**src/tracker_pkg.sv**
```systemverilog
package tracker_pkg;

  // coordinate and pixel widths
  localparam int x_w     = 11;  // 1280 columns
  localparam int y_w     = 10;  // 720 rows
  localparam int pix_w   = 16;  // rgb565
  localparam int chan_w  = 8;   // one colour channel

  // centre-of-mass accumulators
  localparam int count_w = 20;  // up to 1280*720 masked pixels
  localparam int sum_w   = 31;  // sum of coordinates over a full frame
  localparam int com_latency = sum_w + 1;  // last mask out to com result

  // channel select codes, code 3 falls back to y
  localparam logic [1:0] sel_y  = 2'd0;
  localparam logic [1:0] sel_cr = 2'd1;
  localparam logic [1:0] sel_cb = 2'd2;

  // luma, scaled by 256
  localparam int y_coef_r  = 66;
  localparam int y_coef_g  = 129;
  localparam int y_coef_b  = 25;
  localparam int y_offset  = 16;

  // blue difference
  localparam int cb_coef_r = -38;
  localparam int cb_coef_g = -74;
  localparam int cb_coef_b = 112;
  localparam int cb_offset = 128;

  // red difference
  localparam int cr_coef_r = 112;
  localparam int cr_coef_g = -94;
  localparam int cr_coef_b = -18;
  localparam int cr_offset = 128;

  localparam int cvt_latency = 3;  // multiply, add, scale

endpackage

```
**src/credit_ingress.sv**
```systemverilog
`timescale 1ns/1ps

module credit_ingress #(
  parameter int FIFO_DEPTH  = 8,
  parameter int OUT_CREDITS = 4
) (
  input  logic                          clk_pixel,
  input  logic                          recent_reset,
  input  logic                          pix_valid_i,
  input  logic [tracker_pkg::pix_w-1:0] pix_data_i,
  input  logic [tracker_pkg::x_w-1:0]   pix_x_i,
  input  logic [tracker_pkg::y_w-1:0]   pix_y_i,
  input  logic                          pix_last_i,
  input  logic                          mask_credit_i,  // one slot freed downstream
  output logic                          in_credit_o,    // one slot freed here
  output logic                          issue_valid_o,
  output logic [tracker_pkg::pix_w-1:0] issue_data_o,
  output logic [tracker_pkg::x_w-1:0]   issue_x_o,
  output logic [tracker_pkg::y_w-1:0]   issue_y_o,
  output logic                          issue_last_o
);

  localparam int ptr_w = (FIFO_DEPTH > 1) ? $clog2(FIFO_DEPTH) : 1;
  localparam int cnt_w = $clog2(FIFO_DEPTH + 1);
  localparam int crd_w = $clog2(OUT_CREDITS + 1);
  localparam int ent_w = tracker_pkg::pix_w + tracker_pkg::x_w + tracker_pkg::y_w + 1;

  logic [ent_w-1:0] fifo_mem [FIFO_DEPTH];  // pixel, x, y, last
  logic [ptr_w-1:0] wr_ptr;
  logic [ptr_w-1:0] rd_ptr;
  logic [cnt_w-1:0] fill;          // entries held
  logic [crd_w-1:0] out_credits;   // free mask slots downstream
  logic             push;
  logic             pop;

  function automatic logic [ptr_w-1:0] next_ptr(input logic [ptr_w-1:0] p);
    next_ptr = (p == ptr_w'(FIFO_DEPTH - 1)) ? '0 : p + 1'b1;  // wrap for any depth
  endfunction

  assign push = pix_valid_i && (fill != cnt_w'(FIFO_DEPTH));  // sender never overruns
  assign pop  = (fill != '0) && (out_credits != '0);  // slot is owned from here on

  assign in_credit_o   = pop;
  assign issue_valid_o = pop;
  assign {issue_data_o, issue_x_o, issue_y_o, issue_last_o} = fifo_mem[rd_ptr];

  // storage
  always_ff @(posedge clk_pixel) begin
    if (push) begin
      fifo_mem[wr_ptr] <= {pix_data_i, pix_x_i, pix_y_i, pix_last_i};
    end
  end

  always_ff @(posedge clk_pixel) begin
    if (recent_reset) begin
      wr_ptr <= '0;
      rd_ptr <= '0;
      fill   <= '0;
    end else begin
      if (push) wr_ptr <= next_ptr(wr_ptr);
      if (pop)  rd_ptr <= next_ptr(rd_ptr);
      case ({push, pop})
        2'b10:   fill <= fill + 1'b1;
        2'b01:   fill <= fill - 1'b1;
        default: fill <= fill;  // both or neither
      endcase
    end
  end

  // output credits, spent at issue and returned by the receiver
  always_ff @(posedge clk_pixel) begin
    if (recent_reset) begin
      out_credits <= crd_w'(OUT_CREDITS);
    end else begin
      case ({pop, mask_credit_i})
        2'b10: out_credits <= out_credits - 1'b1;
        2'b01: begin
          if (out_credits != crd_w'(OUT_CREDITS)) begin
            out_credits <= out_credits + 1'b1;  // saturate at the initial grant
          end
        end
        default: out_credits <= out_credits;
      endcase
    end
  end

endmodule

```
**src/ycrcb_convert.sv**
```systemverilog
`timescale 1ns/1ps

module ycrcb_convert (
  input  logic                           clk_pixel,
  input  logic                           recent_reset,
  input  logic                           issue_valid_i,
  input  logic [tracker_pkg::pix_w-1:0]  issue_data_i,
  input  logic [tracker_pkg::x_w-1:0]    issue_x_i,
  input  logic [tracker_pkg::y_w-1:0]    issue_y_i,
  input  logic                           issue_last_i,
  output logic                           cvt_valid_o,
  output logic [tracker_pkg::chan_w-1:0] cvt_y_o,
  output logic [tracker_pkg::chan_w-1:0] cvt_cr_o,
  output logic [tracker_pkg::chan_w-1:0] cvt_cb_o,
  output logic [tracker_pkg::x_w-1:0]    cvt_x_o,
  output logic [tracker_pkg::y_w-1:0]    cvt_y_coord_o,
  output logic                           cvt_last_o
);

  localparam int lat = tracker_pkg::cvt_latency;

  logic [tracker_pkg::chan_w-1:0] r8, g8, b8;
  logic signed [17:0] prod_y [3];  // stage 1 products, r g b
  logic signed [17:0] prod_cr [3];
  logic signed [17:0] prod_cb [3];
  logic signed [19:0] acc_y, acc_cr, acc_cb;  // stage 2 sums
  logic [lat-1:0]            valid_d;
  logic [tracker_pkg::x_w-1:0] x_d [lat];
  logic [tracker_pkg::y_w-1:0] y_d [lat];
  logic [lat-1:0]            last_d;

  function automatic logic signed [17:0] mul(input logic [7:0] c, input int k);
    mul = 18'($signed({1'b0, c}) * k);
  endfunction

  // drop the fraction, add the offset, clamp to 0..255
  function automatic logic [7:0] scale(input logic signed [19:0] acc, input int offset);
    int v;
    v = int'(acc >>> 8) + offset;
    if (v < 0)        scale = 8'd0;
    else if (v > 255) scale = 8'd255;
    else              scale = 8'(v);
  endfunction

  // 565 fields widened with zero low bits
  assign r8 = {issue_data_i[15:11], 3'b000};
  assign g8 = {issue_data_i[10:5], 2'b00};
  assign b8 = {issue_data_i[4:0], 3'b000};

  always_ff @(posedge clk_pixel) begin
    prod_y[0]  <= mul(r8, tracker_pkg::y_coef_r);
    prod_y[1]  <= mul(g8, tracker_pkg::y_coef_g);
    prod_y[2]  <= mul(b8, tracker_pkg::y_coef_b);
    prod_cr[0] <= mul(r8, tracker_pkg::cr_coef_r);
    prod_cr[1] <= mul(g8, tracker_pkg::cr_coef_g);
    prod_cr[2] <= mul(b8, tracker_pkg::cr_coef_b);
    prod_cb[0] <= mul(r8, tracker_pkg::cb_coef_r);
    prod_cb[1] <= mul(g8, tracker_pkg::cb_coef_g);
    prod_cb[2] <= mul(b8, tracker_pkg::cb_coef_b);
    acc_y  <= 20'(prod_y[0]) + 20'(prod_y[1]) + 20'(prod_y[2]) + 20'sd128;  // +128 rounds
    acc_cr <= 20'(prod_cr[0]) + 20'(prod_cr[1]) + 20'(prod_cr[2]) + 20'sd128;
    acc_cb <= 20'(prod_cb[0]) + 20'(prod_cb[1]) + 20'(prod_cb[2]) + 20'sd128;
    cvt_y_o  <= scale(acc_y, tracker_pkg::y_offset);
    cvt_cr_o <= scale(acc_cr, tracker_pkg::cr_offset);
    cvt_cb_o <= scale(acc_cb, tracker_pkg::cb_offset);
    x_d    <= {issue_x_i, x_d[0:lat-2]};  // coordinates ride alongside
    y_d    <= {issue_y_i, y_d[0:lat-2]};
    last_d <= {last_d[lat-2:0], issue_last_i};
  end

  always_ff @(posedge clk_pixel) begin
    if (recent_reset) valid_d <= '0;
    else              valid_d <= {valid_d[lat-2:0], issue_valid_i};
  end

  assign cvt_valid_o   = valid_d[lat-1];
  assign cvt_x_o       = x_d[lat-1];
  assign cvt_y_coord_o = y_d[lat-1];
  assign cvt_last_o    = last_d[lat-1];

endmodule

```
**src/channel_mask.sv**
```systemverilog
`timescale 1ns/1ps

module channel_mask (
  input  logic                           clk_pixel,
  input  logic                           recent_reset,
  input  logic                           cvt_valid_i,
  input  logic [tracker_pkg::chan_w-1:0] cvt_y_i,
  input  logic [tracker_pkg::chan_w-1:0] cvt_cr_i,
  input  logic [tracker_pkg::chan_w-1:0] cvt_cb_i,
  input  logic [tracker_pkg::x_w-1:0]    cvt_x_i,
  input  logic [tracker_pkg::y_w-1:0]    cvt_y_coord_i,
  input  logic                           cvt_last_i,
  input  logic [1:0]                     chan_sel_i,
  input  logic [tracker_pkg::chan_w-1:0] lower_i,  // inclusive bounds
  input  logic [tracker_pkg::chan_w-1:0] upper_i,
  output logic                           mask_valid_o,
  output logic                           mask_o,
  output logic [tracker_pkg::x_w-1:0]    mask_x_o,
  output logic [tracker_pkg::y_w-1:0]    mask_y_o,
  output logic                           mask_last_o
);

  logic [tracker_pkg::chan_w-1:0] chan;  // channel under test

  always_comb begin
    case (chan_sel_i)
      tracker_pkg::sel_y:  chan = cvt_y_i;
      tracker_pkg::sel_cr: chan = cvt_cr_i;
      tracker_pkg::sel_cb: chan = cvt_cb_i;
      default:             chan = cvt_y_i;  // spare code reads as luma
    endcase
  end

  always_ff @(posedge clk_pixel) begin
    mask_o      <= (chan >= lower_i) && (chan <= upper_i);
    mask_x_o    <= cvt_x_i;
    mask_y_o    <= cvt_y_coord_i;
    mask_last_o <= cvt_last_i;
  end

  always_ff @(posedge clk_pixel) begin
    if (recent_reset) mask_valid_o <= 1'b0;
    else              mask_valid_o <= cvt_valid_i;
  end

endmodule

```
**src/serial_divider.sv**
```systemverilog
`timescale 1ns/1ps

module serial_divider #(
  parameter int WIDTH = 31
) (
  input  logic                            clk_pixel,
  input  logic                            recent_reset,
  input  logic                            start_i,
  input  logic [WIDTH-1:0]                dividend_i,
  input  logic [tracker_pkg::count_w-1:0] divisor_i,
  output logic [WIDTH-1:0]                quotient_o,
  output logic                            done_o
);

  localparam int dw    = tracker_pkg::count_w;
  localparam int cnt_w = $clog2(WIDTH + 1);

  logic [WIDTH-1:0] quot;      // dividend shifts out the top, quotient in the bottom
  logic [dw-1:0]    rem;       // partial remainder, always below the divisor
  logic [dw-1:0]    divisor;
  logic [cnt_w-1:0] bits_left;
  logic [dw:0]      shifted;   // remainder with the next dividend bit
  logic [dw+1:0]    diff;      // top bit is the borrow

  assign shifted    = {rem, quot[WIDTH-1]};
  assign diff       = {1'b0, shifted} - {2'b00, divisor};
  assign quotient_o = quot;

  always_ff @(posedge clk_pixel) begin
    if (start_i) begin
      quot    <= dividend_i;
      rem     <= '0;
      divisor <= divisor_i;
    end else if (bits_left != '0) begin
      if (!diff[dw+1]) begin
        rem  <= diff[dw-1:0];  // subtract fits, quotient bit 1
        quot <= {quot[WIDTH-2:0], 1'b1};
      end else begin
        rem  <= shifted[dw-1:0];  // restore
        quot <= {quot[WIDTH-2:0], 1'b0};
      end
    end
  end

  always_ff @(posedge clk_pixel) begin
    if (recent_reset) begin
      bits_left <= '0;
      done_o    <= 1'b0;
    end else begin
      done_o <= (bits_left == cnt_w'(1));  // last bit settles this edge
      if (start_i) begin
        bits_left <= cnt_w'(WIDTH);
      end else if (bits_left != '0) begin
        bits_left <= bits_left - 1'b1;
      end
    end
  end

endmodule

```
**src/centroid_accum.sv**
```systemverilog
`timescale 1ns/1ps

module centroid_accum (
  input  logic                         clk_pixel,
  input  logic                         recent_reset,
  input  logic                         mask_valid_i,
  input  logic                         mask_i,
  input  logic [tracker_pkg::x_w-1:0]  mask_x_i,
  input  logic [tracker_pkg::y_w-1:0]  mask_y_i,
  input  logic                         mask_last_i,
  output logic                         com_valid_o,
  output logic                         com_found_o,
  output logic [tracker_pkg::x_w-1:0]  com_x_o,
  output logic [tracker_pkg::y_w-1:0]  com_y_o
);

  localparam int sw    = tracker_pkg::sum_w;
  localparam int cw    = tracker_pkg::count_w;
  localparam int tmr_w = $clog2(tracker_pkg::com_latency + 1);

  logic [sw-1:0]    sum_x, sum_y;      // running sums for this frame
  logic [cw-1:0]    count;
  logic [sw-1:0]    total_x, total_y;  // including the pixel on the input
  logic [cw-1:0]    total_count;
  logic             hit;
  logic             frame_end;
  logic             div_start;
  logic [sw-1:0]    quot_x, quot_y;
  logic             done_x, done_y;
  logic [tmr_w-1:0] empty_tmr;         // stands in for the dividers on an empty frame
  logic             empty_done;

  assign hit         = mask_valid_i && mask_i;
  assign frame_end   = mask_valid_i && mask_last_i;
  assign total_x     = sum_x + (hit ? sw'(mask_x_i) : '0);
  assign total_y     = sum_y + (hit ? sw'(mask_y_i) : '0);
  assign total_count = count + cw'(hit);
  assign div_start   = frame_end && (total_count != '0);  // never divide by zero

  always_ff @(posedge clk_pixel) begin
    if (recent_reset || frame_end) begin
      sum_x <= '0;  // snapshot goes straight into the dividers
      sum_y <= '0;
      count <= '0;
    end else begin
      sum_x <= total_x;
      sum_y <= total_y;
      count <= total_count;
    end
  end

  // empty frame, same latency as a division
  always_ff @(posedge clk_pixel) begin
    if (recent_reset) begin
      empty_tmr  <= '0;
      empty_done <= 1'b0;
    end else begin
      empty_done <= (empty_tmr == tmr_w'(1));
      if (frame_end && !div_start) begin
        empty_tmr <= tmr_w'(tracker_pkg::com_latency - 1);
      end else if (empty_tmr != '0) begin
        empty_tmr <= empty_tmr - 1'b1;
      end
    end
  end

  serial_divider #(.WIDTH(sw)) div_x_i (
    .clk_pixel    (clk_pixel),
    .recent_reset (recent_reset),
    .start_i      (div_start),
    .dividend_i   (total_x),
    .divisor_i    (total_count),
    .quotient_o   (quot_x),
    .done_o       (done_x)
  );

  serial_divider #(.WIDTH(sw)) div_y_i (
    .clk_pixel    (clk_pixel),
    .recent_reset (recent_reset),
    .start_i      (div_start),
    .dividend_i   (total_y),
    .divisor_i    (total_count),
    .quotient_o   (quot_y),
    .done_o       (done_y)
  );

  assign com_found_o = done_x && done_y;  // both finish on the same edge
  assign com_valid_o = com_found_o || empty_done;
  assign com_x_o     = com_found_o ? quot_x[tracker_pkg::x_w-1:0] : '0;  // mean fits a coordinate
  assign com_y_o     = com_found_o ? quot_y[tracker_pkg::y_w-1:0] : '0;

endmodule

```
**src/color_tracker_top.sv**
```systemverilog
`timescale 1ns/1ps

module color_tracker_top #(
  parameter int FIFO_DEPTH  = 8,
  parameter int OUT_CREDITS = 4
) (
  input  logic                           clk_pixel,
  input  logic                           recent_reset,
  input  logic                           pix_valid_i,
  input  logic [tracker_pkg::pix_w-1:0]  pix_data_i,
  input  logic [tracker_pkg::x_w-1:0]    pix_x_i,
  input  logic [tracker_pkg::y_w-1:0]    pix_y_i,
  input  logic                           pix_last_i,
  input  logic                           mask_credit_i,
  input  logic [1:0]                     chan_sel_i,
  input  logic [tracker_pkg::chan_w-1:0] lower_i,
  input  logic [tracker_pkg::chan_w-1:0] upper_i,
  output logic                           in_credit_o,
  output logic                           mask_valid_o,
  output logic                           mask_o,
  output logic [tracker_pkg::x_w-1:0]    mask_x_o,
  output logic [tracker_pkg::y_w-1:0]    mask_y_o,
  output logic                           mask_last_o,
  output logic                           com_valid_o,
  output logic                           com_found_o,
  output logic [tracker_pkg::x_w-1:0]    com_x_o,
  output logic [tracker_pkg::y_w-1:0]    com_y_o
);

  // issue from the ingress FIFO
  logic                           issue_valid, issue_last;
  logic [tracker_pkg::pix_w-1:0]  issue_data;
  logic [tracker_pkg::x_w-1:0]    issue_x;
  logic [tracker_pkg::y_w-1:0]    issue_y;
  // converted pixel
  logic                           cvt_valid, cvt_last;
  logic [tracker_pkg::chan_w-1:0] cvt_y, cvt_cr, cvt_cb;
  logic [tracker_pkg::x_w-1:0]    cvt_x;
  logic [tracker_pkg::y_w-1:0]    cvt_y_coord;

  credit_ingress #(.FIFO_DEPTH(FIFO_DEPTH), .OUT_CREDITS(OUT_CREDITS)) credit_ingress_i (
    .clk_pixel(clk_pixel), .recent_reset(recent_reset),
    .pix_valid_i(pix_valid_i), .pix_data_i(pix_data_i), .pix_x_i(pix_x_i),
    .pix_y_i(pix_y_i), .pix_last_i(pix_last_i), .mask_credit_i(mask_credit_i),
    .in_credit_o(in_credit_o), .issue_valid_o(issue_valid), .issue_data_o(issue_data),
    .issue_x_o(issue_x), .issue_y_o(issue_y), .issue_last_o(issue_last)
  );

  ycrcb_convert ycrcb_convert_i (
    .clk_pixel(clk_pixel), .recent_reset(recent_reset),
    .issue_valid_i(issue_valid), .issue_data_i(issue_data), .issue_x_i(issue_x),
    .issue_y_i(issue_y), .issue_last_i(issue_last),
    .cvt_valid_o(cvt_valid), .cvt_y_o(cvt_y), .cvt_cr_o(cvt_cr), .cvt_cb_o(cvt_cb),
    .cvt_x_o(cvt_x), .cvt_y_coord_o(cvt_y_coord), .cvt_last_o(cvt_last)
  );

  channel_mask channel_mask_i (
    .clk_pixel(clk_pixel), .recent_reset(recent_reset),
    .cvt_valid_i(cvt_valid), .cvt_y_i(cvt_y), .cvt_cr_i(cvt_cr), .cvt_cb_i(cvt_cb),
    .cvt_x_i(cvt_x), .cvt_y_coord_i(cvt_y_coord), .cvt_last_i(cvt_last),
    .chan_sel_i(chan_sel_i), .lower_i(lower_i), .upper_i(upper_i),
    .mask_valid_o(mask_valid_o), .mask_o(mask_o), .mask_x_o(mask_x_o),
    .mask_y_o(mask_y_o), .mask_last_o(mask_last_o)
  );

  centroid_accum centroid_accum_i (
    .clk_pixel(clk_pixel), .recent_reset(recent_reset),
    .mask_valid_i(mask_valid_o), .mask_i(mask_o), .mask_x_i(mask_x_o),
    .mask_y_i(mask_y_o), .mask_last_i(mask_last_o),
    .com_valid_o(com_valid_o), .com_found_o(com_found_o),
    .com_x_o(com_x_o), .com_y_o(com_y_o)
  );

endmodule

```
**config.mk**
```make
export PLATFORM = sky130hd
export DESIGN_NAME = color_tracker_top
export DESIGN_NICKNAME = d
export VERILOG_FILES = /design/src/tracker_pkg.sv /design/src/credit_ingress.sv /design/src/ycrcb_convert.sv /design/src/channel_mask.sv /design/src/serial_divider.sv /design/src/centroid_accum.sv /design/src/color_tracker_top.sv
export SDC_FILE = /design/constraint.sdc
export NUM_CORES = 1
export LEC_CHECK = 0
export BUFFER_PORTS_ARGS = -buffer_cell sky130_fd_sc_hd__buf_2
export CORE_MARGIN = 1
export CORE_UTILIZATION = 51
export DETAILED_ROUTE_END_ITERATION = 8
export PLACE_DENSITY = 0.73
export SLEW_MARGIN = 20
export SYNTH_ARGS = -nofsm -noshare
export SYNTH_HDL_FRONTEND = slang
export SYNTH_SLANG_ARGS = --single-unit
export TNS_END_PERCENT = 30
```
**constraint.sdc**
```tcl
create_clock -name clk_pixel -period 10 [get_ports clk_pixel]
set_input_delay 1 -clock clk_pixel [delete_from_list [all_inputs] [get_ports clk_pixel]]
set_output_delay 1 -clock clk_pixel [all_outputs]
set_load 0.005 [all_outputs]
```
* Yosys cells after proc, flatten, opt, wreduce, memory -nomap -nowiden *
Memory sizes are Yosys's and may differ from the RTL's. A register that Yosys moved wholly into a read port is not among the register bits.
Cells that the tools add are included.

storage, ports and cells
  memories = 4
  register bits = 413
  memory bits (read-only) = 0
  output and inout bits = 48
  input port bits = 60
  latch bits = 0
  word-level logic and storage cells = 154
  bits in writable memories = 436

operators by class
  add/sub/neg operators = 26
  shifts and indexed selects = 0
  bitwise gates (word level) = 0
  equal/unequal tests = 14
  div/mod/pow operators = 0
  order comparisons = 8
  $mul = 9
  reduce and logical (&&, ||, !) cells = 24
  mux-type cells = 31

memories
  memory                     words  bits a word  rd ports  clocked after Yosys merged registers in  write ports  RTL line              text
  credit_ingress_i.fifo_mem  8      38           1         1                                        1            credit_ingress.sv:28  logic [ent_w-1:0] fifo_mem [FIFO_DEPTH];
  ycrcb_convert_i.prod_cb    3      15           3         0                                        3            ycrcb_convert.sv:25   logic signed [17:0] prod_cb [3];
  ycrcb_convert_i.prod_cr    3      15           3         0                                        3            ycrcb_convert.sv:24   logic signed [17:0] prod_cr [3];
  ycrcb_convert_i.prod_y     3      14           3         0                                        3            ycrcb_convert.sv:23   logic signed [17:0] prod_y [3];

operators with widths
  kind                                                                               count
  31-bit two-way mux                                                                 4
  32-bit by 9-bit greater-than comparator with 1-bit output (second input constant)  3
  32-bit by 1-bit less-than comparator with 1-bit output (second input constant)     3
  31-bit adder                                                                       2
  19-bit by 18-bit adder with 20-bit output                                          3
  20-bit by 9-bit adder with 20-bit output (second input constant)                   3
  18-bit by 18-bit adder with 19-bit output                                          3
  21-bit by 20-bit subtractor with 22-bit output                                     2
  20-bit two-way mux                                                                 2
  5-bit two-way mux                                                                  6
  7-bit by 7-bit multiplier with 14-bit output (second input constant)               2
  12-bit by 9-bit adder with 13-bit output (second input constant)                   2
  8-bit two-way mux                                                                  3
  11-bit two-way mux                                                                 2
  20-bit by 1-bit adder with 20-bit output                                           1
  10-bit two-way mux                                                                 2
  20-bit nonzero test                                                                1
  5-bit by 3-bit multiplier with 8-bit output (second input constant)                2
  8-bit case mux with 2 select lines                                                 1
  3-bit two-way mux                                                                  5
  6-bit by 8-bit multiplier with 14-bit output (second input constant)               1
  12-bit by 6-bit adder with 13-bit output (second input constant)                   1
  6-bit by 6-bit multiplier with 12-bit output (second input constant)               1
  5-bit by 6-bit multiplier with 11-bit output (second input constant)               1
  other kinds (31)                                                                   56

* Longest topological paths before layout *
  word-level depth = 7
  depth in mapped cells = 23
  depth with buffers taken out = 20

* Modules after synthesis *
A second synthesis with hierarchy kept.

unflattened totals
  cells, all modules = 3,203
  area total of the unflattened synthesis = 38,558.2 µm²

modules (own cells, without submodules)
  module          times used  seq. area each (µm²)  cells each  area an instance (µm²)
  credit_ingress  1           9,449.1               557         12,375.6
  ycrcb_convert   1           4,063.9               1,019       10,944.2
  serial_divider  2           2,052.0               401         4,209.0
  centroid_accum  1           1,781.7               713         5,761.8
  channel_mask    1           480.5                 112         1,058.5

* Worst setup path after synthesis *
Ideal clock, no wire load.

  kind = register to register
  from = register with a tool-made name
  to = memory ycrcb_convert_i.prod_cb[0][29] (netlist name)
  buffers on the path = 3
  arrival = 5,972 ps
  setup time = 122 ps
  period minus slack after synthesis = 6,094 ps
  slack = 3,906 ps
  data required time = 9,878 ps
  stages on the path, launching flop included = 23
  cells stage by stage = dfxtp_1 -> clkbuf_1 -> buf_1 -> buf_1 -> mux4_2 -> mux2i_1 -> inv_1 -> ha_1 -> inv_1 -> ha_1 -> inv_1 -> fa_1 -> inv_1 -> fa_1 -> ha_1 -> nor2b_1 -> o21ai_0 -> a21boi_0 -> o21ai_0 -> a21oi_1 -> o21ai_0 -> or4b_2 -> o311a_1

RTL lines
  element        RTL line
  end, declared  ycrcb_convert.sv:25

==> impl_metrics.toml <==
[clock_network]
cts_sinks = 770
clkTransAtPathRegs_ns = 0.07
ctsLongestPathBuffers = 3
cts_tree = "yes"
cts.htree.levels = 3
postCtsSetupBuffers = 0
hold_buffers = 0
cts-resized-gates = 0
root_buffer = "clkbuf_16"
cts-buffers-inserted = 80
clock_latency_ns = 0.64

[die]
start_util_pct = 51.7
io_pins = 108
placementRows = 96
core_mm2 = 0.0688
die_h_um = 266
dieArea_mm2 = 0.0709
chipWidth_um = 266

[route]
firstDrtPassIters = 5
drc = 0
num_vias = 21700
wl_per_cell_um = 17.6
ant_nets = 0
wirelength_um = 70400
drt_iter0_markers = 1435
viasPerCell = 5.42

[setup_path]
cpPeakStageDelay_ns = 0.78
path_max_fanout = 33
critical_path.startpoint_type = "flip-flop"
worstSetupPathType = "reg -> reg"
end_kind = "flip-flop"
worstPathCellList = "mux4_2 -> mux2i_1 -> inv_1 -> ha_1 -> inv_1 -> ha_1 -> inv_1 -> fa_1 -> inv_1 -> fa_1 -> ha_1 -> nor2b_1 -> o21ai_0 -> a21boi_0 -> o21ai_0 -> a21oi_1 -> o21ai_0 -> or4b_2 -> o311a_1"
slowest_stage = "dfxtp_4"
crit_top_cell = "inv_1"
required_ns = 10.50
arrival_ns = 6.37

[finish]
nets = 3431
layout_common_cells = "386 x edfxtp_1, 381 x dfxtp_1, 306 x ha_1"
layout_commonest_cell = "edfxtp_1"
fill_cells = 5363
drive_gt1_share_pct = 12.9
syn2layout_area_growth_pct = 12.1
finish.instance_area_mm2 = 0.0399

[synth]
async_reset_ff_share_pct = 0
ys.flop_type = "edfxtp_1"
synth-seq-area-share_pct = 54.2
avgSynthCellArea_um2 = 12.4
syn-num-nets = 3309
syn_area_mm2 = 0.0356
synth-edff-count = 386
synthCells = 2877
ys_ff_latch = 770
synth_warnings = 0
yosysUniqueCellTypes = 75

[timing]
timing.final.max_slew_violations = 0
fmax_mhz = 170
finalClockSkew_ns = 0.0480
tns_ns = 0
finalCriticalPeriod_ns = 5.87
setup_viol = 0
rsz0062_at_grt = "no"
tightestPinTransition_ns = 1.00
max_slew_margin_pct = 32.9
fin_crit_sh_pct = 58.7
final-hold-violation-count = 0

[placement]
port_buffers = 107
placed_cell_area_mm2 = 0.0372
gp_routability_congestion = 0.884
dpl.hpwl_um = 47900

[hold_path]
hold_path_class = "reg -> reg"

[global_routing]
overflow = 0
grt_pass1_wl_um = 113000
grt_pass1_vias = 22000
grt_use_total_pct = 20.0
grt_max_degree = 103
antenna_found_initial = 7

[status]
status = "complete, no violations"

[job]
cap_violations = 0
==> cell type report <==
class / count / area, um2 / area share (%)
antenna: 3 / 7.51 / 0.0188
sequential: 770 / 19300 / 48.3
timing repair buffer: 129 / 713 / 1.79
clock buffer: 111 / 2230 / 5.59
tap: 931 / 1160 / 2.92
clock inverter: 37 / 483 / 1.21
inverter: 196 / 736 / 1.84
multi-input combinational: 1822 / 15300 / 38.3
==> layer usage <==
layer / vias to the layer above / part of all wire, % / global-route usage (%)
met5: - / 0.084 / 0
met4: 8 / 2.0 / 5.51
met3: 105 / 4.6 / 3.79
met2: 435 / 49 / 34.0
met1: 10600 / 44 / 26.1
li1: 10600 / - / -
==> path summary, 6_finish.rpt <==
path / from / endpoint / slack [ns] / cells after the start
max reg2reg: flip-flop / ycrcb_convert_i.prod_cb[0][29] / 4.13 / 19
min: ycrcb_convert_i.x_d[17] / ycrcb_convert_i.cvt_x_o[6] / 0.32 / 0
min reg2reg: ycrcb_convert_i.x_d[17] / ycrcb_convert_i.cvt_x_o[6] / 0.32 / 0
max: flip-flop / ycrcb_convert_i.prod_cb[0][29] / 4.13 / 19
==> flip-flops by register name, summed over array words and instances, names as in the netlist, 9 cells and up, named ones only <==
| register | cells |
|---|---|
| centroid_accum_i.div_x_i.rem | 20 |
| centroid_accum_i.div_y_i.quotient_o | 31 |
| channel_mask_i.mask_x_o | 11 |
| channel_mask_i.mask_y_o | 10 |
| ycrcb_convert_i.prod_cb | 30 |
| ycrcb_convert_i.prod_cr | 26 |
| centroid_accum_i.div_y_i.rem | 20 |
| ycrcb_convert_i.cvt_x_o | 11 |
| ycrcb_convert_i.acc_y | 9 |
| ycrcb_convert_i.prod_y | 21 |
| ycrcb_convert_i.cvt_y_coord_o | 10 |
| ycrcb_convert_i.y_d | 20 |
| ycrcb_convert_i.acc_cr | 12 |
| ycrcb_convert_i.x_d | 22 |
| centroid_accum_i.sum_x | 31 |
| ycrcb_convert_i.acc_cb | 12 |
| centroid_accum_i.div_x_i.divisor | 20 |
| credit_ingress_i.fifo_mem | 304 |
| centroid_accum_i.div_x_i.quotient_o | 31 |
| centroid_accum_i.sum_y | 31 |
| centroid_accum_i.count | 20 |
==> synth_stat cells, drive strengths merged (5+ instances only) <==
| library cell | count | area [um2] |
|---|---|---|
| and4 | 6 | 55.1 |
| a31o | 7 | 61.3 |
| o31ai | 8 | 65.1 |
| nand2b | 36 | 225 |
| a21oi | 145 | 726 |
| dfxtp | 384 | 7690 |
| a21boi | 5 | 37.5 |
| inv | 196 | 736 |
| mux4 | 76 | 1710 |
| a22oi | 9 | 67.6 |
| mux2i | 36 | 360 |
| nor2 | 179 | 672 |
| or2 | 6 | 37.5 |
| o21a | 28 | 210 |
| mux2 | 30 | 338 |
| nor2b | 25 | 156 |
| a21o | 31 | 233 |
| ha | 306 | 3830 |
| buf | 25 | 135 |
| nor3 | 49 | 250 |
| a211oi | 27 | 218 |
| o211ai | 5 | 37.5 |
| and3 | 65 | 407 |
| nand3 | 32 | 160 |
| or3 | 14 | 87.6 |
| a31oi | 14 | 87.6 |
| o21bai | 17 | 128 |
| fa | 66 | 1320 |
| and2 | 33 | 206 |
| xor2 | 70 | 613 |
| nor4 | 12 | 81.3 |
| nand4 | 20 | 131 |
| xnor2 | 99 | 867 |
| o21ai | 147 | 736 |
| clkbuf | 64 | 240 |
| edfxtp | 386 | 11600 |
| nand2 | 171 | 642 |
==> critical path: cells and delay by family, from the launching register on <==
family	cells	cell delay (ns)
fa+ha+maj	5	2.00
compound gates	6	1.05
mux	2	0.79
flops	1	0.78
simple gates	2	0.74
buf+inv	4	0.36
==> cell families (layout without fill, tap and decap cells) <==
logic type	after synthesis	count (layout)	synth area share (%)
other	0	3	0
buffers and inverters	285	473	3.12
flip-flops	770	770	54.2
AND/OR/NAND/NOR	664	664	9.13
multiplexers	142	142	6.77
XOR/XNOR	169	169	4.16
adder cells (fa/ha/maj)	372	372	14.5
AO/OA/AOI/OAI	475	475	8.19
==> per-stage QoR <==
step | utilization [%] | worst slack (ns) | hold slack, ns | cells
finish | 58.0 | 4.13 | 0.324 | 3999
global route | 58.0 | 3.71 | 0.328 | 3996
CTS | 57.9 | 3.92 | 0.325 | 3995
detailed placement | 54.0 | 3.99 | 0.312 | 3847
global placement | 54.0 | 4.09 | 0.311 | 3847
floorplan | - | 3.91 | 0.310 | 2877
Power is not shown: default switching activity piles up to over one toggle a cycle in this logic, so the estimate is an artifact.
